### config.mk
export PLATFORM = sky130hd
export DESIGN_NAME = fetch_stage
export DESIGN_NICKNAME = d
export VERILOG_FILES = /design/src/design/mips_pkg.sv /design/src/design/fetch_stage.sv
export SDC_FILE = /design/constraint.sdc
export NUM_CORES = 2
export LEC_CHECK = 0
export BUFFER_PORTS_ARGS = -buffer_cell sky130_fd_sc_hd__clkbuf_2
export CAP_MARGIN = 20
export CELL_PAD_IN_SITES_DETAIL_PLACEMENT = 0
export CELL_PAD_IN_SITES_GLOBAL_PLACEMENT = 1
export CORE_MARGIN = 3
export CORE_UTILIZATION = 61
export DETAILED_ROUTE_END_ITERATION = 7
export GPL_TIMING_DRIVEN = 0
export HOLD_SLACK_MARGIN = 0.06
export PLACE_DENSITY_LB_ADDON = 0.25
export SYNTH_ARGS = -nofsm -noshare
export SYNTH_HDL_FRONTEND = slang
export SYNTH_SLANG_ARGS = --single-unit
### constraint.sdc
create_clock -name clk -period 5.24 [get_ports clk]
set_input_delay 0.262 -clock clk [delete_from_list [all_inputs] [get_ports clk]]
set_output_delay 0.262 -clock clk [all_outputs]
set_load 0.02 [all_outputs]
### src/design/mips_pkg.sv
package mips_pkg;

	localparam int XLEN = 32; // Data word width
	localparam int PC_W = 7; // PC counts words, not bytes
	localparam int IMEM_DEPTH = 128; // One entry per PC value
	localparam int DMEM_DEPTH = 32;
	localparam int DMEM_AW = $clog2(DMEM_DEPTH); // Low address bits used by data memory
	localparam int REG_AW = 5; // 32 architectural registers

	// Primary opcodes, standard MIPS encodings
	localparam logic [5:0] OP_RTYPE = 6'h00;
	localparam logic [5:0] OP_ADDI = 6'h08;
	localparam logic [5:0] OP_LW = 6'h23;
	localparam logic [5:0] OP_SW = 6'h2b;
	localparam logic [5:0] OP_BEQ = 6'h04;

	// R-type function field
	localparam logic [5:0] FN_ADD = 6'h20;
	localparam logic [5:0] FN_SUB = 6'h22;
	localparam logic [5:0] FN_AND = 6'h24;
	localparam logic [5:0] FN_OR = 6'h25;
	localparam logic [5:0] FN_SLT = 6'h2a;

	// Internal ALU operation, decode to execute
	localparam logic [2:0] ALU_ADD = 3'd0;
	localparam logic [2:0] ALU_SUB = 3'd1;
	localparam logic [2:0] ALU_AND = 3'd2;
	localparam logic [2:0] ALU_OR = 3'd3;
	localparam logic [2:0] ALU_SLT = 3'd4;

	// Operand source select in execute
	localparam logic [1:0] FWD_NONE = 2'd0; // Value read in decode
	localparam logic [1:0] FWD_MEM = 2'd1; // EX/MEM ALU result
	localparam logic [1:0] FWD_WB = 2'd2; // Writeback value

	typedef struct packed {
		logic [5:0] op;
		logic [4:0] rs;
		logic [4:0] rt;
		logic [4:0] rd;
		logic [4:0] shamt;
		logic [5:0] funct;
	} r_fields_t;

	typedef struct packed {
		logic [5:0] op;
		logic [4:0] rs;
		logic [4:0] rt;
		logic [15:0] imm;
	} i_fields_t;

	typedef union packed {
		r_fields_t r; // Register format view
		i_fields_t i; // Immediate format view
	} instr_u;

endpackage

### src/design/fetch_stage.sv
`timescale 1ns/1ns

module fetch_stage (
	input logic clk,
	input logic reset,
	input logic enable,
	input logic stall,
	input logic taken,
	input logic [mips_pkg::PC_W-1:0] branch_pc,
	input logic imem_write,
	input logic [mips_pkg::PC_W-1:0] imem_addr,
	input logic [mips_pkg::XLEN-1:0] imem_data,
	output logic [mips_pkg::PC_W-1:0] pc,
	output mips_pkg::instr_u if_instr,
	output logic [mips_pkg::PC_W-1:0] if_next_pc
);

	logic [mips_pkg::XLEN-1:0] imem [mips_pkg::IMEM_DEPTH]; // Word-addressed program store
	logic [mips_pkg::PC_W-1:0] pc_plus1;

	assign pc_plus1 = pc + (mips_pkg::PC_W)'(1); // Sequential successor

	// Program load port, testbench only writes it with enable low
	always_ff @(posedge clk) begin
		if (imem_write)
			imem[imem_addr] <= imem_data;
	end

	// PC and IF/ID register
	always_ff @(posedge clk) begin
		if (reset) begin
			pc <= '0;
			if_instr <= '0; // All-zero word decodes as nop
		end else if (enable) begin
			if (taken) begin
				pc <= branch_pc; // Redirect to branch target
				if_instr <= '0; // Squash the wrong-path fetch
			end else if (!stall) begin
				pc <= pc_plus1;
				if_instr <= imem[pc];
				if_next_pc <= pc_plus1; // Base for branch offset
			end
		end
	end

endmodule

=== Word level (Yosys, flattened, before mapping) ===
Memory sizes are Yosys's and may differ from the RTL's. A register that Yosys moved wholly into a read port is not among the register bits.
Index checks and enable logic that the tools add are counted.

* Bits in registers: 46
* Bits in writable memories: 4,096
* Input port bits: 52
* Output and inout port bits: 46
* Word-level logic and storage cells: 19
* Memories: 1

{| class="wikitable"
|+ Memories
! memory !! words !! width !! read ports !! clocked after memory_dff !! wr ports !! line !! text
|-
| imem || 128 || 32 || 1 || 1 || 1 || fetch_stage.sv:18 || <nowiki>logic [mips_pkg::XLEN-1:0] imem [mips_pkg::IMEM_DEPTH];</nowiki>
|}

* $add $sub $neg: 1
* Equal/unequal tests: 1
* Multiplexer cells: 8
* Bitwise logic cells: 3
* Reductions and logical operators: 2

{| class="wikitable"
|+ Operators with widths
! operator !! number
|-
| $mux W32 || 2
|-
| $mux W7 || 4
|-
| $add A7 B1 Y7 const B || 1
|-
| $reduce_and A4 Y1 || 1
|-
| $not A1 Y1 || 3
|-
| $mux W1 || 2
|-
| $ne A2 B1 Y1 const B || 1
|-
| $reduce_and A2 Y1 || 1
|}

=== Depth between registers and ports, before layout ===
* Word-level depth: 5
* Gate-level depth with buffers: 12
* Gate-level depth less buffers: 7

=== Worst setup path before layout ===
No wires, ideal clock.

* Path kind: input -> register
* Start point: input port imem_write
* End point: memory imem[100][0] (netlist name), enable pin
* Setup time: 0.461 ns
* Arrival time: 3.039 ns
* Required time: 4.779 ns
* Path slack: 1.740 ns
* Stages: 3
* Buffers on the path: 1
* Path through: clkbuf_1 > nand4_1 > nor3_1

* Word-level cells in the longest chain between the ends: 2

{| class="wikitable"
|+ Ends and longest elaborated chain
! what !! line !! text
|-
| start: declaration || fetch_stage.sv:10 || <nowiki>input logic imem_write,</nowiki>
|-
| $mux W1 || fetch_stage.sv:25 || <nowiki>if (imem_write)</nowiki>
|-
| $mux W1 (implied by the code) || fetch_stage.sv:26 || <nowiki>imem[imem_addr] <= imem_data;</nowiki>
|-
| end: declaration || fetch_stage.sv:18 ||
|}

Every way passes these cells.

==> impl_metrics.env <==
export IMPL_post_route_drc_count=0
export IMPL_pin_count_of_the_biggest_net_entering_global_routing=129
export IMPL_synth_yosys_warnings=0
export IMPL_critPathCaptureType="register"
export IMPL_power_leakage_nw=55.8
export IMPL_ys_top_cells_by_area="edfxtp_1, mux4_2, mux2i_1"
export IMPL_power_clock_fraction=0.421
export IMPL_worst_clock_skew_ns=0.0556
export IMPL_placement_setup_worst_slack_ns=-0.00910
export IMPL_maxSlewHeadroom=0.175
export IMPL_final_core_util=0.708
export IMPL_mappedNetlistArea_um2=158000
export IMPL_worstPathArrival_ns=6.06
export IMPL_layout_commonest_cell="edfxtp_1"
export IMPL_grt_antenna_before_repair=47
export IMPL_routed_via_count=81200
export IMPL_grt_setup_unrepaired="no"
export IMPL_tritoncts_num_buffers=408
export IMPL_failed_checks="negative setup slack"
export IMPL_cts_sink_count=4149
export IMPL_final_hold_violation_count=0
export IMPL_dr_pass1_iters=7
export IMPL_critical_path_required_ns=6.02
export IMPL_die_width_um=515
export IMPL_hold_path_class="input pin to register"
export IMPL_postSynthRegisterBits=4149
export IMPL_report_final_setup_viol=1
export IMPL_cts_root_buffer="clkbuf_16"
export IMPL_final_antenna_net_count=0
export IMPL_vias_in_the_first_global_route=79200
export IMPL_share_of_post_route_cells_with_drive_strength_above_1=0.283
export IMPL_core_area_um2=257000
export IMPL_avg_vias_per_cell=7.10
export IMPL_tritoncts="yes"
export IMPL_num_io_pins=98
export IMPL_worstSkewPairLatency_ns=0.98
export IMPL_postSynthAreaPerCell_um2=22.8
export IMPL_final_cell_mix="edfxtp_1, mux4_2, clkbuf_16"
export IMPL_grt_usage=0.352
export IMPL_route_final_wire_length_mm=462
export IMPL_final_net_count=7751
export IMPL_cts_htree_levels=5
export IMPL_synthDominantAreaCellType="edfxtp_1"
export IMPL_synthToLayoutAreaGrowth_pct=15.3
export IMPL_tightestPinTransition_ns=1.24
export IMPL_maximum_count_of_clock_buffers_along_a_single_path=4
export IMPL_dpl_cell_area_um2=168000
export IMPL_cp_start_kind="register"
export IMPL_fin_crit_sh=1.01
export IMPL_fmax_mhz=189
export IMPL_grt_first_pass_wirelength_mm=638
export IMPL_placement_rows=186
export IMPL_finalInstanceArea_um2=182000
export IMPL_yosys_area_top_type_share=0.780
export IMPL_buffer_ports_inserted=91
export IMPL_path_max_fanout=11
export IMPL_globalplace_congestion=0.967
export IMPL_dr_first_iter_drc_count=13500
export IMPL_p_total_mw=70.8
export IMPL_rr_worst_depth=11
export IMPL_number_of_standard_cells_after_synthesis=6927
export IMPL_maximum_vdd_drop_mv=0.376
export IMPL_postCtsSetupBuffers=0
export IMPL_post_route_min_period_ns=5.28
export IMPL_detailedPlacementHpwl_mm=311
export IMPL_seq_total_area_yosys=0.786
export IMPL_max_cap_viols=0
export IMPL_syn_num_nets=6980
export IMPL_power_combinational_fraction=0.062
export IMPL_clk_pin_slew_worst_paths_ns=0.06
export IMPL_power_sequential_fraction=0.518
export IMPL_intPower_mw=55.3
export IMPL_synth_edf_count=4103
export IMPL_overflow=0
export IMPL_initial_utilization=0.614
export IMPL_power_density_nw_per_um2=389
export IMPL_die_area_um2=265000
export IMPL_yosys_cell_types_count=52
export IMPL_dieHeight_um=515
export IMPL_worstSetupPathType="register to register"
export IMPL_fin_worst_hold_slack_ns=0.140
export IMPL_wl_per_cell_um=40.4
export IMPL_ys_async_sr_fraction=0
export IMPL_final_max_slew_viol_count=0
export IMPL_hold_path_cell_count=2
export IMPL_worst_slack_ns=-0.0416
export IMPL_switching_share=0.219
export IMPL_status="finished, violations left"
export IMPL_ys_dominant_reg_cell="edfxtp_1"
export IMPL_p_sw_mw=15.5
-- critical path: stages (launching register included) --
cell and delay [ns]:
dfxtp_1 0.51, buf_6 0.30, buf_6 0.24, buf_4 0.36
buf_4 0.47, nor2_2 0.31, clkbuf_1 0.39, a221oi_1 0.91
o22ai_1 0.40, buf_6 0.28, nor3_1 0.64, nand3_1 0.14
-- cells in the mapped netlist (2+ instances only) --
| cell type | instances |
|---|---|
| xnor2_1 | 2 |
| o221ai_1 | 124 |
| buf_4 | 42 |
| o21ai_1 | 16 |
| buf_2 | 167 |
| a22oi_1 | 54 |
| edfxtp_1 | 4103 |
| nand4_1 | 20 |
| and2_1 | 4 |
| a21oi_1 | 125 |
| buf_1 | 16 |
| a221oi_1 | 44 |
| xor2_1 | 3 |
| nand3_1 | 43 |
| a41oi_1 | 9 |
| inv_1 | 3 |
| mux2i_1 | 376 |
| mux2_2 | 21 |
| nand2_1 | 77 |
| o21ai_0 | 9 |
| inv_2 | 2 |
| dfxtp_1 | 46 |
| and3_1 | 2 |
| nand2b_1 | 7 |
| a22o_1 | 42 |
| nor2b_1 | 32 |
| clkbuf_1 | 138 |
| nor3_1 | 94 |
| nor2_1 | 146 |
| o22ai_1 | 93 |
| a211oi_1 | 31 |
| mux4_2 | 953 |
| buf_6 | 31 |
| o211ai_1 | 34 |
-- power by group through the flow --
stage | logic, mW | clock network, mW | registers, mW
2_1_floorplan | 2.21 | 0 | 37.4
3_3_place_gp | 4.00 | 0 | 37.5
3_5_place_dp | 4.24 | 0 | 37.4
4_1_cts | 4.30 | 29.9 | 36.7
5_1_grt | 4.50 | 31.2 | 36.7
6_report | 4.36 | 29.8 | 36.7
-- cell type report --
class                   instances  area [µm²]
well taps                    3384        4230
inverters                       5        18.8
diodes                         16        40.0
clock inverters               264        2910
multi-input cells            2379       32700
flip-flops and latches       4149      124000
clock buffers                 491       10700
repair buffers                361        5340
fillers                     14700       75000
plain buffers                 394        2090
-- timing repair --
item	4_1_cts	5_1_grt
hold endpoints to repair	1537	0
gates resized for setup	3	0
hold buffers	48	0
endpoints found under the setup margin	2	0
-- sequential cells by signal, indices dropped and copies added, names as in the netlist, named ones only --
register and count:
if_instr 32, pc 7, imem 4096, if_next_pc 7
-- worst paths after layout --
check,from,to,slack (ns)
worst max-delay path,register,if_instr[10],-0.04
worst min-delay path,imem_data[29],imem[88][29],0.14
worst max register to register,register,if_instr[10],-0.04
worst min register to register,pc[5],register,0.53
-- per-stage QoR --
| step | cells | setup TNS [ns] |
|---|---|---|
| final | 11400 | -0.0416 |
| after global routing | 11400 | 0 |
| after CTS | 11400 | 0 |
| after detailed placement | 10600 | -0.00910 |
| after global placement | 10400 | -485.46 |
| after floorplan | 6927 | 0 |
-- logic make-up after synthesis --
kind of cell / synth area share
muxes: 0.161
and+or+nand+nor: 0.0127
adders and majority gates: 0.0000792
DFF: 0.786
buffers and inverters: 0.0133
xor gates and xnor gates: 0.000277
AOI/OAI and AO/OA: 0.0266
-- metal layers --
metal | vias up | GRT usage | wire (µm)
li1 | 31300 | - | -
met1 | 42800 | 0.491 | 162000
met2 | 5991 | 0.529 | 214000
met3 | 1006 | 0.0986 | 60600
met4 | 26 | 0.158 | 25800
met5 | - | 0 | 165
Power figures use the tool's default switching activity.
