File: config.mk
export PLATFORM = sky130hd
export DESIGN_NAME = hazard_control_flat
export DESIGN_NICKNAME = d
export VERILOG_FILES = /design/src/design/mips_pkg.sv /design/src/design/hazard_if.sv /design/src/design/hazard_control.sv /design/src/flat_wrapper.sv
export SDC_FILE = /design/constraint.sdc
export NUM_CORES = 1
export LEC_CHECK = 0
export ABC_AREA = 1
export BUFFER_PORTS_ARGS = -buffer_cell sky130_fd_sc_hd__buf_2
export CORE_MARGIN = 2
export CORE_UTILIZATION = 49
export DETAILED_ROUTE_END_ITERATION = 7
export PLACE_DENSITY = 0.91
export SYNTH_ARGS = -nofsm -noshare
export SYNTH_HDL_FRONTEND = slang
export SYNTH_SLANG_ARGS = --single-unit
File: constraint.sdc
create_clock -name vclk -period 1.5
set_input_delay 0.225 -clock vclk [all_inputs]
set_output_delay 0.225 -clock vclk [all_outputs]
set_load 0.1 [all_outputs]
File: src/design/mips_pkg.sv
package mips_pkg;

	localparam int XLEN = 32; // Data word width
	localparam int PC_W = 7; // PC counts words, not bytes
	localparam int IMEM_DEPTH = 128; // One entry per PC value
	localparam int DMEM_DEPTH = 32;
	localparam int DMEM_AW = $clog2(DMEM_DEPTH); // Low address bits used by data memory
	localparam int REG_AW = 5; // 32 architectural registers

	// Primary opcodes, standard MIPS encodings
	localparam logic [5:0] OP_RTYPE = 6'h00;
	localparam logic [5:0] OP_ADDI = 6'h08;
	localparam logic [5:0] OP_LW = 6'h23;
	localparam logic [5:0] OP_SW = 6'h2b;
	localparam logic [5:0] OP_BEQ = 6'h04;

	// R-type function field
	localparam logic [5:0] FN_ADD = 6'h20;
	localparam logic [5:0] FN_SUB = 6'h22;
	localparam logic [5:0] FN_AND = 6'h24;
	localparam logic [5:0] FN_OR = 6'h25;
	localparam logic [5:0] FN_SLT = 6'h2a;

	// Internal ALU operation, decode to execute
	localparam logic [2:0] ALU_ADD = 3'd0;
	localparam logic [2:0] ALU_SUB = 3'd1;
	localparam logic [2:0] ALU_AND = 3'd2;
	localparam logic [2:0] ALU_OR = 3'd3;
	localparam logic [2:0] ALU_SLT = 3'd4;

	// Operand source select in execute
	localparam logic [1:0] FWD_NONE = 2'd0; // Value read in decode
	localparam logic [1:0] FWD_MEM = 2'd1; // EX/MEM ALU result
	localparam logic [1:0] FWD_WB = 2'd2; // Writeback value

	typedef struct packed {
		logic [5:0] op;
		logic [4:0] rs;
		logic [4:0] rt;
		logic [4:0] rd;
		logic [4:0] shamt;
		logic [5:0] funct;
	} r_fields_t;

	typedef struct packed {
		logic [5:0] op;
		logic [4:0] rs;
		logic [4:0] rt;
		logic [15:0] imm;
	} i_fields_t;

	typedef union packed {
		r_fields_t r; // Register format view
		i_fields_t i; // Immediate format view
	} instr_u;

endpackage

File: src/design/hazard_if.sv
`timescale 1ns/1ns

interface hazard_if;

	logic [mips_pkg::REG_AW-1:0] id_rs; // Zero when decode reads no rs
	logic [mips_pkg::REG_AW-1:0] id_rt; // Zero when decode reads no rt
	logic id_uses_rt;
	logic id_is_branch;

	logic [mips_pkg::REG_AW-1:0] ex_rs; // ID/EX source fields
	logic [mips_pkg::REG_AW-1:0] ex_rt;
	logic [mips_pkg::REG_AW-1:0] ex_dst;
	logic ex_reg_write;
	logic ex_mem_to_reg; // Load in execute

	logic [mips_pkg::REG_AW-1:0] mem_dst; // EX/MEM writer
	logic mem_reg_write;
	logic [mips_pkg::REG_AW-1:0] wb_dst; // MEM/WB writer
	logic wb_reg_write;

	logic stall;
	logic [1:0] fwd_a; // Operand A source in execute
	logic [1:0] fwd_b; // Operand B source in execute

	modport decode (output id_rs, id_rt, id_uses_rt, id_is_branch, input stall);
	modport execute (output ex_rs, ex_rt, ex_dst, ex_reg_write, ex_mem_to_reg,
		input fwd_a, fwd_b);
	modport memory (output mem_dst, mem_reg_write, wb_dst, wb_reg_write);
	modport control (input id_rs, id_rt, id_uses_rt, id_is_branch,
		input ex_rs, ex_rt, ex_dst, ex_reg_write, ex_mem_to_reg,
		input mem_dst, mem_reg_write, wb_dst, wb_reg_write,
		output stall, fwd_a, fwd_b);

endinterface

File: src/design/hazard_control.sv
`timescale 1ns/1ns

module hazard_control (
	hazard_if.control hz
);

	logic load_use; // Load in EX feeds decode
	logic branch_dep; // beq operand still in flight
	logic ex_hit_rs, ex_hit_rt;
	logic mem_hit_rs, mem_hit_rt;

	// Writer matches against decode operands, r0 never matches
	assign ex_hit_rs = hz.ex_reg_write && hz.ex_dst != '0 && hz.ex_dst == hz.id_rs;
	assign ex_hit_rt = hz.ex_reg_write && hz.ex_dst != '0 && hz.id_uses_rt
		&& hz.ex_dst == hz.id_rt;
	assign mem_hit_rs = hz.mem_reg_write && hz.mem_dst != '0 && hz.mem_dst == hz.id_rs;
	assign mem_hit_rt = hz.mem_reg_write && hz.mem_dst != '0 && hz.id_uses_rt
		&& hz.mem_dst == hz.id_rt;

	// One bubble lets the load reach writeback, then WB forwarding covers it
	assign load_use = hz.ex_mem_to_reg && (ex_hit_rs || ex_hit_rt);

	// Branch compares in decode, so wait until the writer sits in writeback
	assign branch_dep = hz.id_is_branch && (ex_hit_rs || ex_hit_rt || mem_hit_rs || mem_hit_rt);

	assign hz.stall = load_use || branch_dep;

	// Youngest writer wins, MEM ahead of WB
	always_comb begin
		hz.fwd_a = mips_pkg::FWD_NONE;
		if (hz.mem_reg_write && hz.mem_dst != '0 && hz.mem_dst == hz.ex_rs)
			hz.fwd_a = mips_pkg::FWD_MEM;
		else if (hz.wb_reg_write && hz.wb_dst != '0 && hz.wb_dst == hz.ex_rs)
			hz.fwd_a = mips_pkg::FWD_WB;
	end

	always_comb begin
		hz.fwd_b = mips_pkg::FWD_NONE;
		if (hz.mem_reg_write && hz.mem_dst != '0 && hz.mem_dst == hz.ex_rt)
			hz.fwd_b = mips_pkg::FWD_MEM;
		else if (hz.wb_reg_write && hz.wb_dst != '0 && hz.wb_dst == hz.ex_rt)
			hz.fwd_b = mips_pkg::FWD_WB;
	end

endmodule

File: src/flat_wrapper.sv
// flat-port wrapper written by rule: the top's interface ports become plain ports
module hazard_control_flat 
  (hz_id_rs, hz_id_rt, hz_id_uses_rt, hz_id_is_branch, hz_ex_rs, hz_ex_rt, hz_ex_dst, hz_ex_reg_write, hz_ex_mem_to_reg, hz_mem_dst, hz_mem_reg_write, hz_wb_dst, hz_wb_reg_write, hz_stall, hz_fwd_a, hz_fwd_b);
  hazard_if hz_i ();
  input wire logic [$bits(hz_i.id_rs)-1:0] hz_id_rs;
  input wire logic [$bits(hz_i.id_rt)-1:0] hz_id_rt;
  input wire logic [$bits(hz_i.id_uses_rt)-1:0] hz_id_uses_rt;
  input wire logic [$bits(hz_i.id_is_branch)-1:0] hz_id_is_branch;
  input wire logic [$bits(hz_i.ex_rs)-1:0] hz_ex_rs;
  input wire logic [$bits(hz_i.ex_rt)-1:0] hz_ex_rt;
  input wire logic [$bits(hz_i.ex_dst)-1:0] hz_ex_dst;
  input wire logic [$bits(hz_i.ex_reg_write)-1:0] hz_ex_reg_write;
  input wire logic [$bits(hz_i.ex_mem_to_reg)-1:0] hz_ex_mem_to_reg;
  input wire logic [$bits(hz_i.mem_dst)-1:0] hz_mem_dst;
  input wire logic [$bits(hz_i.mem_reg_write)-1:0] hz_mem_reg_write;
  input wire logic [$bits(hz_i.wb_dst)-1:0] hz_wb_dst;
  input wire logic [$bits(hz_i.wb_reg_write)-1:0] hz_wb_reg_write;
  output wire logic [$bits(hz_i.stall)-1:0] hz_stall;
  output wire logic [$bits(hz_i.fwd_a)-1:0] hz_fwd_a;
  output wire logic [$bits(hz_i.fwd_b)-1:0] hz_fwd_b;
  assign hz_i.id_rs = hz_id_rs;
  assign hz_i.id_rt = hz_id_rt;
  assign hz_i.id_uses_rt = hz_id_uses_rt;
  assign hz_i.id_is_branch = hz_id_is_branch;
  assign hz_i.ex_rs = hz_ex_rs;
  assign hz_i.ex_rt = hz_ex_rt;
  assign hz_i.ex_dst = hz_ex_dst;
  assign hz_i.ex_reg_write = hz_ex_reg_write;
  assign hz_i.ex_mem_to_reg = hz_ex_mem_to_reg;
  assign hz_i.mem_dst = hz_mem_dst;
  assign hz_i.mem_reg_write = hz_mem_reg_write;
  assign hz_i.wb_dst = hz_wb_dst;
  assign hz_i.wb_reg_write = hz_wb_reg_write;
  assign hz_stall = hz_i.stall;
  assign hz_fwd_a = hz_i.fwd_a;
  assign hz_fwd_b = hz_i.fwd_b;
  hazard_control u_core (.hz(hz_i));
endmodule
Yosys cells after proc, flatten, opt, wreduce, memory -nomap -nowiden
Cells that the tools add are included.

Bits in registers: 0. Input bits: 41.

Mux-type cells: 4. Reductions and logical operators: 22. Equality and inequality tests: 8.

Operator list (count): $eq A5 B5 Y1 (8); $logic_and A1 B1 Y1 (15); $reduce_bool A5 Y1 (3); $mux W2 (4); $logic_or A1 B1 Y1 (4).

Longest topological paths before layout
Word-level depth: 9. Mapped depth: 9. Depth with buffers taken out: 8.

Worst setup path after synthesis
Ideal clock, no wire load.

Path type: input to output. Start: input port hz_mem_dst[0]. End: output port hz_fwd_a[1]. Path slack: -1.434 ns. Cell stages on the path: 5. Data arrival time: 2.709 ns. Buffers on the path: 1. Required time: 1.275 ns. Cells stage by stage: buf_2 xnor2_1 nand3_1 nor3_2 nor2_1.

Word-level cells in the longest chain between the ends: 4. Elaborated cells on any way between the ends: 5.

RTL lines: start: declaration (line flat_wrapper.sv:14) `input wire logic [$bits(hz_i.mem_dst)-1:0] hz_mem_dst;`; $reduce_bool A5 Y1 (line hazard_control.sv:31) `if (hz.mem_reg_write && hz.mem_dst != '0 && hz.mem_dst == hz.ex_rs)`; $logic_and A1 B1 Y1 (line hazard_control.sv:31); $logic_and A1 B1 Y1 (*) (line hazard_control.sv:31); $mux W2 (*) (line hazard_control.sv:31); end: declaration (line flat_wrapper.sv:19) `output wire logic [$bits(hz_i.fwd_a)-1:0] hz_fwd_a;`.

Every way passes the cells marked *; elsewhere a longest branch is shown, timed or not.

Final worst setup path
Start: input port hz_mem_dst[3]. End: output port hz_fwd_a[1].

Same word-level chain as after synthesis.

==> metrics.md <==
| Metric | Value |
|---|---|
| Placed wire-length estimate | `2146 um` |
| Iter 0 DRT Violations | `41` |
| RePlAce Congestion | `a little under 0.9` |
| Top cells by area, synth | `nand2_1 (32%), xnor2_1 (19%), nor2_1 (12%)` |
| F_max | `690.5 MHz` |
| Routed vias/inst | `5.107` |
| Setup CP Type | `input port to primary output` |
| Tightest Pin Transition | `283.8 ps` |
| HP Class | `input port to primary output` |
| Max_cap viols | `0` |
| RSZ-0062 raised after global routing | `true` |
| Hold WS | `~940 ps` |
| Tmin final | `1448 ps` |
| CP Cell Sequence | `buf_2 > xnor2_2 > nand2_1 > nor3_4 > nor2_4 > buf_12` |
| Peak VDD IR | `0.2001 mV` |
| Pwr Total | `roughly 320 uW` |
| Yosys Warn Count | `0` |
| FF+latch count | `0` |
| Final setup margin | `51.71 ps` |
| Place WS | `28.39 ps` |
| Lkg Pwr | `0.6766 nW` |
| # rows | `13` |
| Initial Utilization | `between 50% and 60%` |
| Critical Path AT | `1220 ps` |
| Max_slew headroom | `between 80 and 90%` |
| # clk buffers | `0` |
| Ant. Diodes | `0` |
| Syn Nets | `190` |
| Post-synthesis cell count | `roughly 150` |
| Register area share after synthesis | `0%` |
| Io pins | `46` |
| Layout cells sized above 1 | `35.60%` |
| Port buffer count | `46` |
| Final setup violating endpoints | `0` |
| Core Area | `around 1400 sq um` |
| Nets | `234` |
| Die Ht | `42.52 um` |
| Fill count | `96` |
| DRC Markers | `0` |
| Via count | `1052` |
| Avg WL per Cell | `12.08 um` |
| Worst Path Buf+Inv | `2` |
| FF/Latch Area | `0 sq um` |
| Crit. End Element | `primary output` |
| Slew Viols, Final | `0` |
| Drt first pass iters | `5` |
| Pwr/cell area | `293.4 nW/um^2` |
| Hold-fix buffers at CTS | `0` |
| Area of the die | `1808 sq um` |
| Family with the most delay on the worst path | `simple AND/OR/NAND/NOR gates` |
| Distinct cells, synth | `16` |
| Startpoint Class | `input port` |
| Worst endpoint required time | `1270 ps` |
| Die X | `42.52 um` |
| Largest net degree at the start of global routing | `7` |
| Total global routing overflow | `0` |
| Routed wire length | `2489 um` |
| Hold Violations, Final | `0` |
| Syn Area/Cell | `4.879 sq um` |
| Synth-to-Final Area Change | `51.98%` |
| Final Util | `about four fifths` |
| Routed Antenna Nets | `0` |
| Slowest CP cell | `nor3_4` |
| Area share of the largest cell type after synthesis | `32.01%` |
| Post-CTS setup buffer count | `0` |
| Number of global-route vias before repair | `~930` |
| First-pass GRT wire length | `roughly 4000 um` |
| Mapped cell area | `726.9 sq um` |
| Period utilization | `96.55%` |
| Worst Path Max Fanout | `5` |
| Post-cts resize count | `0` |
| Initial antenna violation count | `0` |
| Status | `complete, no violations` |
| Synth area leader | `nand2_1` |
| Slowest Stage Delay on Critical Path | `approximately 320 ps` |
| Total GRT Usage | `28.06%` |
## cell families (layout without fill, tap and decap cells)
kind of cell | Yosys count | in the layout | synth area share, %
buf+inv | 27 | 69 | 16.18
xor+xnor | 22 | 22 | 26.51
compound gates | 2 | 2 | 1.721
simple gates | 98 | 98 | 55.59
## power by group
group | switching (mW) | internal (mW) | total [mW]
logic | 0.187 | 0.137 | 0.324
registers | 0 | 0 | 0
clock network | 0 | 0 | 0
total | 0.187 | 0.137 | 0.324
## Yosys cell counts
cell,count
buf_2,1
buf_4,2
buf_6,1
inv_1,16
inv_2,7
nand2_1,62
nand2_2,1
nand3_1,8
nand4_1,1
nand4_2,1
nor2_1,23
nor3_2,2
o211ai_1,1
o21ai_0,1
xnor2_1,16
xor2_1,6
## cell type report
cell class	count	area [sq um]	area share [%]
repair buffers	46	305.3	27.63
multi-input cells	122	694.4	62.85
well taps	15	18.77	1.699
inverters	23	86.33	7.814
## worst paths after layout
| path | from | slack (ps) | end | cells past startpoint |
|---|---|---|---|---|
| max | hz_mem_dst[3] | 50 | hz_fwd_a[1] | 6 |
| min | hz_mem_reg_write | 940 | hz_fwd_b[0] | 4 |
## per-stage QoR
stage	instances	cell area, sq um	setup TNS, ps
final	206	1105	0
after global routing	206	1105	-19.42
after CTS	206	1095	0
after detailed placement	206	1095	0
after global placement	206	1095	0
after floorplan	149	823.3	-1355
## metal layers
| metal | up-vias | share of wire, % | global-route usage [%] |
|---|---|---|---|
| met5 | - | 0 | 0 |
| met2 | 58 | 51 | 54.15 |
| li1 | 526 | - | - |
| met4 | 0 | 0.28 | 1.250 |
| met1 | 466 | 39 | 35.13 |
| met3 | 2 | 9.2 | 1.724 |
## cells in the final DEF (no fill, tap or decap)
cell      count
buf_12        5
buf_2        41
inv_1        16
inv_2         7
nand2_1      61
nand2_2       2
nand3_1       8
nand4_1       1
nand4_2       1
nor2_1       20
nor2_2        1
nor2_4        2
nor3_4        2
o211ai_1      1
o21ai_1       1
xnor2_1       9
xnor2_2       7
xor2_1        6
No activity file was read; power rests on OpenSTA's default activity.
