### config.mk
export PLATFORM = sky130hd
export DESIGN_NAME = memory_stage_flat
export DESIGN_NICKNAME = d
export VERILOG_FILES = /design/src/design/mips_pkg.sv /design/src/design/hazard_if.sv /design/src/design/memory_stage.sv /design/src/flat_wrapper.sv
export SDC_FILE = /design/constraint.sdc
export NUM_CORES = 1
export LEC_CHECK = 0
export ABC_AREA = 1
export BUFFER_PORTS_ARGS = -buffer_cell sky130_fd_sc_hd__buf_2
export CAP_MARGIN = 20
export CORE_ASPECT_RATIO = 2
export CORE_UTILIZATION = 46
export CTS_CLUSTER_SIZE = 10
export DETAILED_ROUTE_END_ITERATION = 8
export PLACE_DENSITY = 0.73
export SLEW_MARGIN = 10
export SYNTH_ARGS = -nofsm -noshare
export SYNTH_HDL_FRONTEND = slang
export SYNTH_SLANG_ARGS = --single-unit
### constraint.sdc
create_clock -name clk -period 5.3 [get_ports clk]
set_clock_uncertainty 0.2 [all_clocks]
set_input_delay 0.53 -clock clk [delete_from_list [all_inputs] [get_ports clk]]
set_output_delay 0.53 -clock clk [all_outputs]
set_load 0.05 [all_outputs]
### src/design/mips_pkg.sv
package mips_pkg;

	localparam int XLEN = 32; // Data word width
	localparam int PC_W = 7; // PC counts words, not bytes
	localparam int IMEM_DEPTH = 128; // One entry per PC value
	localparam int DMEM_DEPTH = 32;
	localparam int DMEM_AW = $clog2(DMEM_DEPTH); // Low address bits used by data memory
	localparam int REG_AW = 5; // 32 architectural registers

	// Primary opcodes, standard MIPS encodings
	localparam logic [5:0] OP_RTYPE = 6'h00;
	localparam logic [5:0] OP_ADDI = 6'h08;
	localparam logic [5:0] OP_LW = 6'h23;
	localparam logic [5:0] OP_SW = 6'h2b;
	localparam logic [5:0] OP_BEQ = 6'h04;

	// R-type function field
	localparam logic [5:0] FN_ADD = 6'h20;
	localparam logic [5:0] FN_SUB = 6'h22;
	localparam logic [5:0] FN_AND = 6'h24;
	localparam logic [5:0] FN_OR = 6'h25;
	localparam logic [5:0] FN_SLT = 6'h2a;

	// Internal ALU operation, decode to execute
	localparam logic [2:0] ALU_ADD = 3'd0;
	localparam logic [2:0] ALU_SUB = 3'd1;
	localparam logic [2:0] ALU_AND = 3'd2;
	localparam logic [2:0] ALU_OR = 3'd3;
	localparam logic [2:0] ALU_SLT = 3'd4;

	// Operand source select in execute
	localparam logic [1:0] FWD_NONE = 2'd0; // Value read in decode
	localparam logic [1:0] FWD_MEM = 2'd1; // EX/MEM ALU result
	localparam logic [1:0] FWD_WB = 2'd2; // Writeback value

	typedef struct packed {
		logic [5:0] op;
		logic [4:0] rs;
		logic [4:0] rt;
		logic [4:0] rd;
		logic [4:0] shamt;
		logic [5:0] funct;
	} r_fields_t;

	typedef struct packed {
		logic [5:0] op;
		logic [4:0] rs;
		logic [4:0] rt;
		logic [15:0] imm;
	} i_fields_t;

	typedef union packed {
		r_fields_t r; // Register format view
		i_fields_t i; // Immediate format view
	} instr_u;

endpackage

### src/design/hazard_if.sv
`timescale 1ns/1ns

interface hazard_if;

	logic [mips_pkg::REG_AW-1:0] id_rs; // Zero when decode reads no rs
	logic [mips_pkg::REG_AW-1:0] id_rt; // Zero when decode reads no rt
	logic id_uses_rt;
	logic id_is_branch;

	logic [mips_pkg::REG_AW-1:0] ex_rs; // ID/EX source fields
	logic [mips_pkg::REG_AW-1:0] ex_rt;
	logic [mips_pkg::REG_AW-1:0] ex_dst;
	logic ex_reg_write;
	logic ex_mem_to_reg; // Load in execute

	logic [mips_pkg::REG_AW-1:0] mem_dst; // EX/MEM writer
	logic mem_reg_write;
	logic [mips_pkg::REG_AW-1:0] wb_dst; // MEM/WB writer
	logic wb_reg_write;

	logic stall;
	logic [1:0] fwd_a; // Operand A source in execute
	logic [1:0] fwd_b; // Operand B source in execute

	modport decode (output id_rs, id_rt, id_uses_rt, id_is_branch, input stall);
	modport execute (output ex_rs, ex_rt, ex_dst, ex_reg_write, ex_mem_to_reg,
		input fwd_a, fwd_b);
	modport memory (output mem_dst, mem_reg_write, wb_dst, wb_reg_write);
	modport control (input id_rs, id_rt, id_uses_rt, id_is_branch,
		input ex_rs, ex_rt, ex_dst, ex_reg_write, ex_mem_to_reg,
		input mem_dst, mem_reg_write, wb_dst, wb_reg_write,
		output stall, fwd_a, fwd_b);

endinterface

### src/design/memory_stage.sv
`timescale 1ns/1ns

module memory_stage (
	input logic clk,
	input logic reset,
	input logic enable,
	input logic [mips_pkg::XLEN-1:0] mem_alu_result_q,
	input logic [mips_pkg::XLEN-1:0] mem_store_data,
	input logic mem_write,
	input logic [mips_pkg::REG_AW-1:0] mem_dst,
	input logic mem_reg_write,
	input logic mem_to_reg,
	hazard_if.memory hz,
	output logic wb_write,
	output logic [mips_pkg::REG_AW-1:0] wb_reg,
	output logic [mips_pkg::XLEN-1:0] wb_data
);

	logic [mips_pkg::XLEN-1:0] dmem [mips_pkg::DMEM_DEPTH]; // Word-indexed data store
	logic [mips_pkg::DMEM_AW-1:0] dmem_idx;
	logic [mips_pkg::XLEN-1:0] load_data; // Asynchronous read
	logic [mips_pkg::XLEN-1:0] wb_alu;
	logic [mips_pkg::XLEN-1:0] wb_load;
	logic wb_mem_to_reg;

	assign dmem_idx = mem_alu_result_q[mips_pkg::DMEM_AW-1:0]; // Address wraps at 32 words
	assign load_data = dmem[dmem_idx];

	always_ff @(posedge clk) begin
		if (enable && mem_write)
			dmem[dmem_idx] <= mem_store_data;
	end

	// MEM/WB register
	always_ff @(posedge clk) begin
		if (reset) begin
			wb_write <= 1'b0;
			wb_mem_to_reg <= 1'b0;
		end else if (enable) begin
			wb_write <= mem_reg_write;
			wb_mem_to_reg <= mem_to_reg;
			wb_alu <= mem_alu_result_q;
			wb_load <= load_data;
			wb_reg <= mem_dst;
		end
	end

	assign wb_data = wb_mem_to_reg ? wb_load : wb_alu; // Writeback select

	assign hz.mem_dst = mem_dst;
	assign hz.mem_reg_write = mem_reg_write;
	assign hz.wb_dst = wb_reg;
	assign hz.wb_reg_write = wb_write;

endmodule

### src/flat_wrapper.sv
// flat-port wrapper written by rule: the top's interface ports become plain ports
module memory_stage_flat 
  (clk, reset, enable, mem_alu_result_q, mem_store_data, mem_write, mem_dst, mem_reg_write, mem_to_reg, wb_write, wb_reg, wb_data, hz_mem_dst, hz_mem_reg_write, hz_wb_dst, hz_wb_reg_write);
  hazard_if hz_i ();
  input logic clk;
  input logic reset;
  input logic enable;
  input logic [mips_pkg::XLEN-1:0] mem_alu_result_q;
  input logic [mips_pkg::XLEN-1:0] mem_store_data;
  input logic mem_write;
  input logic [mips_pkg::REG_AW-1:0] mem_dst;
  input logic mem_reg_write;
  input logic mem_to_reg;
  output logic wb_write;
  output logic [mips_pkg::REG_AW-1:0] wb_reg;
  output logic [mips_pkg::XLEN-1:0] wb_data;
  output wire logic [$bits(hz_i.mem_dst)-1:0] hz_mem_dst;
  output wire logic [$bits(hz_i.mem_reg_write)-1:0] hz_mem_reg_write;
  output wire logic [$bits(hz_i.wb_dst)-1:0] hz_wb_dst;
  output wire logic [$bits(hz_i.wb_reg_write)-1:0] hz_wb_reg_write;
  assign hz_mem_dst = hz_i.mem_dst;
  assign hz_mem_reg_write = hz_i.mem_reg_write;
  assign hz_wb_dst = hz_i.wb_dst;
  assign hz_wb_reg_write = hz_i.wb_reg_write;
  memory_stage u_core (.clk(clk), .reset(reset), .enable(enable), .mem_alu_result_q(mem_alu_result_q), .mem_store_data(mem_store_data), .mem_write(mem_write), .mem_dst(mem_dst), .mem_reg_write(mem_reg_write), .mem_to_reg(mem_to_reg), .hz(hz_i), .wb_write(wb_write), .wb_reg(wb_reg), .wb_data(wb_data));
endmodule
Yosys cells after proc, flatten, opt, wreduce, memory -nomap -nowiden
Memory sizes are Yosys's and may differ from the RTL's. A register that Yosys moved wholly into a read port is not among the register bits.
Cells that the tools add are included.
W data, S select, Z words.
{"block": "word_totals", "output_inout_bits": 50, "mem_count": 1, "word_cells": 11, "ram_bits": 1024, "reg_bits": 39, "inputBits": 75}
{"name": "u_core.dmem", "depth": 32, "word_bits": 32, "rd": 1, "rd_clocked_by_memory_dff": 1, "write_ports": 1, "line": "memory_stage.sv:19", "source": "logic [mips_pkg::XLEN-1:0] dmem [mips_pkg::DMEM_DEPTH];"}
{"block": "classes", "reduce_logical": 2, "n_mux": 3, "n_bitwise": 1}
{"op": "$mux W32", "n": 1}
{"op": "$mux W1", "n": 2}
{"op": "$reduce_and A2 Y1", "n": 1}
{"op": "$logic_and A1 B1 Y1", "n": 1}
{"op": "$not A1 Y1", "n": 1}

Depth between registers and ports, before layout
{"block": "depth", "word_depth": 3, "mapped_depth": 11, "ltp_nobuf": 9}

Worst setup path after synthesis
Ideal clock, no wire load.
{"block": "synth_timing", "path_kind": "input-to-reg", "start": "input enable", "end": "register u_core.wb_reg, in the netlist u_core.hz.wb_dst[0], enable pin", "slack_ns": 1.121, "t_arrival_ns": 3.481, "stages": 2, "required_time_ns": 4.602, "n_path_buf": 0, "setup_time_ns": 0.498, "path_cell_list": "inv_1 -> nor2_1"}
{"block": "synth_between", "elab_chain_cells": 1}
{"element": "from (decl)", "line": "flat_wrapper.sv:7", "source": "input logic enable;"}
{"element": "$reduce_and A2 Y1 (no line)"}
{"element": "to (signal assigned)", "line": "memory_stage.sv:44", "source": "wb_reg <= mem_dst;"}
{"element": "to (decl)", "line": "memory_stage.sv:15", "source": "output logic [mips_pkg::REG_AW-1:0] wb_reg,"}
Every way passes these cells.
A chain may end at the register's enable or synchronous reset.

Final worst setup path
{"block": "layout_timing", "start": "input mem_alu_result_q[2] (netlist name)", "end": "memory u_core.dmem[20][7] (netlist name), enable pin"}
{"element": "from (decl)", "line": "flat_wrapper.sv:8", "source": "input logic [mips_pkg::XLEN-1:0] mem_alu_result_q;"}
{"element": "to (decl)", "line": "memory_stage.sv:19"}
No word-level cell before the write port.

==> qor.csv <==
stage;metric;value;unit
clock_tree;cts_tree;built;
logic_synthesis;avgSynthCellArea;10.7;um^2
floorplanning;fp.coreArea;0.0965;mm^2
final_layout;area_delta_synth_final;12.9;%
logic_synthesis;yosys-top-cells-area;edfxtp_1 (73%), nand2_1 (23%), buf_2 (0.95%);
clock_tree;cts_made_buffers;120;
routing;drtIter0Drc;3361;
routing;ant_nets;0;
timing;tightest_slew;1.19;ns
grt;gr-total-overflow;0;
timing;min_period_over_period;64.9;%
final_layout;drive_above_1_share;9.28;%
power_and_ir_drop;p_per_area;355;mW/mm^2
grt;grt_max_degree;172;
logic_synthesis;yosys.area.top_type;edfxtp_1;
logic_synthesis;yosys_warnings;0;
power_and_ir_drop;vdd_drop_max;0.262;mV
setup_path;cp_num_buf_inv;6;
logic_synthesis;synthCells;4188;
logic_synthesis;syn_area;0.0450;mm^2
power_and_ir_drop;finalPower;18.0;mW
setup_path;cp_max_fo;33;
final_layout;nets;4409;
placement;dp_hpwl;65.9;mm
logic_synthesis;synth.top_cell.area_share;73.0;%
clock_tree;ctsHtreeMaxLevel;3;
setup_path;crit_path_end_kind;flop;
timing;setup_viol;0;
placement;place.port_buffers;124;
placement;placed_area;0.0472;mm^2
logic_synthesis;syn_nets;4263;
timing;rsz0062_at_grt;false;
final_layout;reg_top3;u_core.dmem x1024, u_core.wb_alu x32, u_core.wb_load x32;
grt;first_global_vias;29200;
grt;grt_usage;24.4;%
timing;maxSlewHeadroom;20.7;%
setup_path;cp_cell_sequence;dlygate4sd3_1 -> buf_2 -> inv_2 -> nor3_4 -> buf_4 -> inv_1 -> nor2_4 -> buf_4;
hold_path;min_path_type;in -> reg;
setup_path;worstPathRequired;5.48;ns
routing;vias;29800;
floorplanning;fp.dieW;223;um
logic_synthesis;yosysSeqAreaShare;73.1;%
clock_tree;clk_latency;0.73;ns
routing;wl_per_cell;21.6;um
floorplanning;initial_core_util;46.6;%
routing;wl;120;mm
placement;gp_congestion;0.829;
final_layout;fin_area;0.0508;mm^2
timing;fmax;0.291;GHz
floorplanning;floorplan.rows;161;
setup_path;arrival;3.62;ns
routing;first_pass_iters;5;
routing;avgViaCountPerCell;5.35;
timing;hold_viol;0;
timing;tns;0;ns
floorplanning;die_h;444;um
grt;antenna_found_initial;6;
routing;drc;0;
timing;slew_viol_final;0;
clock_tree;clkTransAtPathRegs;0.06;ns
grt;grt_pass1_wl;178;mm
timing;fin_crit;3.44;ns
clock_tree;clock_path_buffers;3;
setup_path;critPathSlowestCell;nor2_4;
setup_path;cp_slowest_stage_delay;0.63;ns
final_layout;top_register;u_core.dmem;
power_and_ir_drop;p_leak;20.8;nW
run_status;status;completed;
setup_path;worst-setup-path-type;in -> reg;
floorplanning;dieArea;0.0991;mm^2
logic_synthesis;ys_ff_latch;1095;
setup_path;critPathTopFamily;buffers and inverters;
run;cap_violations;0;
logic_synthesis;synth.distinct_cells;17;
setup_path;critPathLaunchType;primary input;
final_layout;largest_reg_flops;1024;
clock_tree;cts_resized;0;
clock_tree;cts_sinks;1095;
floorplanning;num_io_pins;125;
clock_tree;root_buffer;clkbuf_16;
setup_path;cpMostUsedCell;buf_4;
[report_power, final]
part | internal, mW | total (mW) | switching [mW]
clock network | 4.09 | 7.23 | 3.14
registers | 9.63 | 9.66 | 0.0261
logic | 0.271 | 1.12 | 0.850
total | 14.0 | 18.0 | 4.02
[cells in the mapped netlist]
master    number
nand2_1     2725
edfxtp_1    1093
nor2_1        97
clkbuf_1      92
buf_2         85
mux2_2        32
buf_4         21
buf_1         12
inv_1         10
nor3_2         5
inv_2          4
nand3_1        4
a21oi_1        2
dfxtp_1        2
nor3_4         2
clkinv_1       1
nor3_1         1
[worst reg2reg max path: cells and delay by family (launching register included)]
family	cells	cell delay, ns
DFF	1	0.36
and+or+nand+nor	8	0.84
[cells in the final DEF, fill, tap and decap left out]
cell type	count
nor2_1	64
dlygate4sd3_1	40
bufinv_16	2
clkinv_1	1
diode_2	1
mux2_2	32
clkbuf_1	2
inv_1	10
clkbuf_16	121
buf_12	13
nand3_1	4
inv_16	1
edfxtp_1	1093
inv_2	3
nor3_2	1
buf_16	1
clkinv_8	2
a21oi_1	2
inv_8	2
nor3_4	7
nor2_4	33
nand2_1	2725
dfxtp_1	1
inv_6	3
buf_2	122
buf_8	2
dfxtp_2	1
clkinv_2	1
buf_4	56
[kinds of logic after synthesis]
| group | Yosys count | share of synthesized area (%) |
|---|---|---|
| simple gates | 2834 | 23.8 |
| flops | 1095 | 73.1 |
| buf+inv | 225 | 2.29 |
| mux | 32 | 0.801 |
| compound gates | 2 | 0.0223 |
[through the flow]
stage,cells,hold slack [ns],util (%),worst slack (ns)
floorplan,4188,0.399,-,1.12
global placement,5393,0.256,48.9,1.44
detailed placement,5394,0.268,48.9,1.37
CTS,5567,0.0845,52.6,1.92
global route,5568,0.145,52.6,1.75
finish,5568,0.129,52.6,1.86
[path summary, 6_finish.rpt]
kind                                           from                  end  slack, ns  cells past startpoint
worst max register to register   u_core.dmem[18][2]    u_core.wb_load[2]       3.63                      8
worst min register to register    u_core.dmem[3][8]    u_core.wb_load[8]       0.58                      8
worst max-delay path            mem_alu_result_q[2]   u_core.dmem[20][7]       1.86                      8
worst min-delay path             mem_store_data[18]  u_core.dmem[24][18]       0.13                      1
[what timing repair did]
action / 4_1_cts / 5_1_grt
buffers inserted: 0 / 0
endpoints found under the setup margin: 0 / 0
hold buffers: 40 / 0
endpoints found under the hold margin: 37 / 0
[final cells by class]
cell class	count	area, um^2
tap	1222	1530
clock inverter	10	148
sequential	1095	32900
multi-input combinational	2868	11400
inverter	15	71.3
antenna	1	2.50
clock buffer	123	3040
timing repair buffer	234	1750
fill	7795	45700
[per-layer routing]
metal	vias up	track usage, %	share of wire [%]
met2	1431	43.6	52
met1	14200	27.8	36
met4	4	12.7	5.1
li1	13800	-	-
met5	-	0	0.021
met3	324	4.00	7.6
No activity file was read; power rests on OpenSTA's default activity.
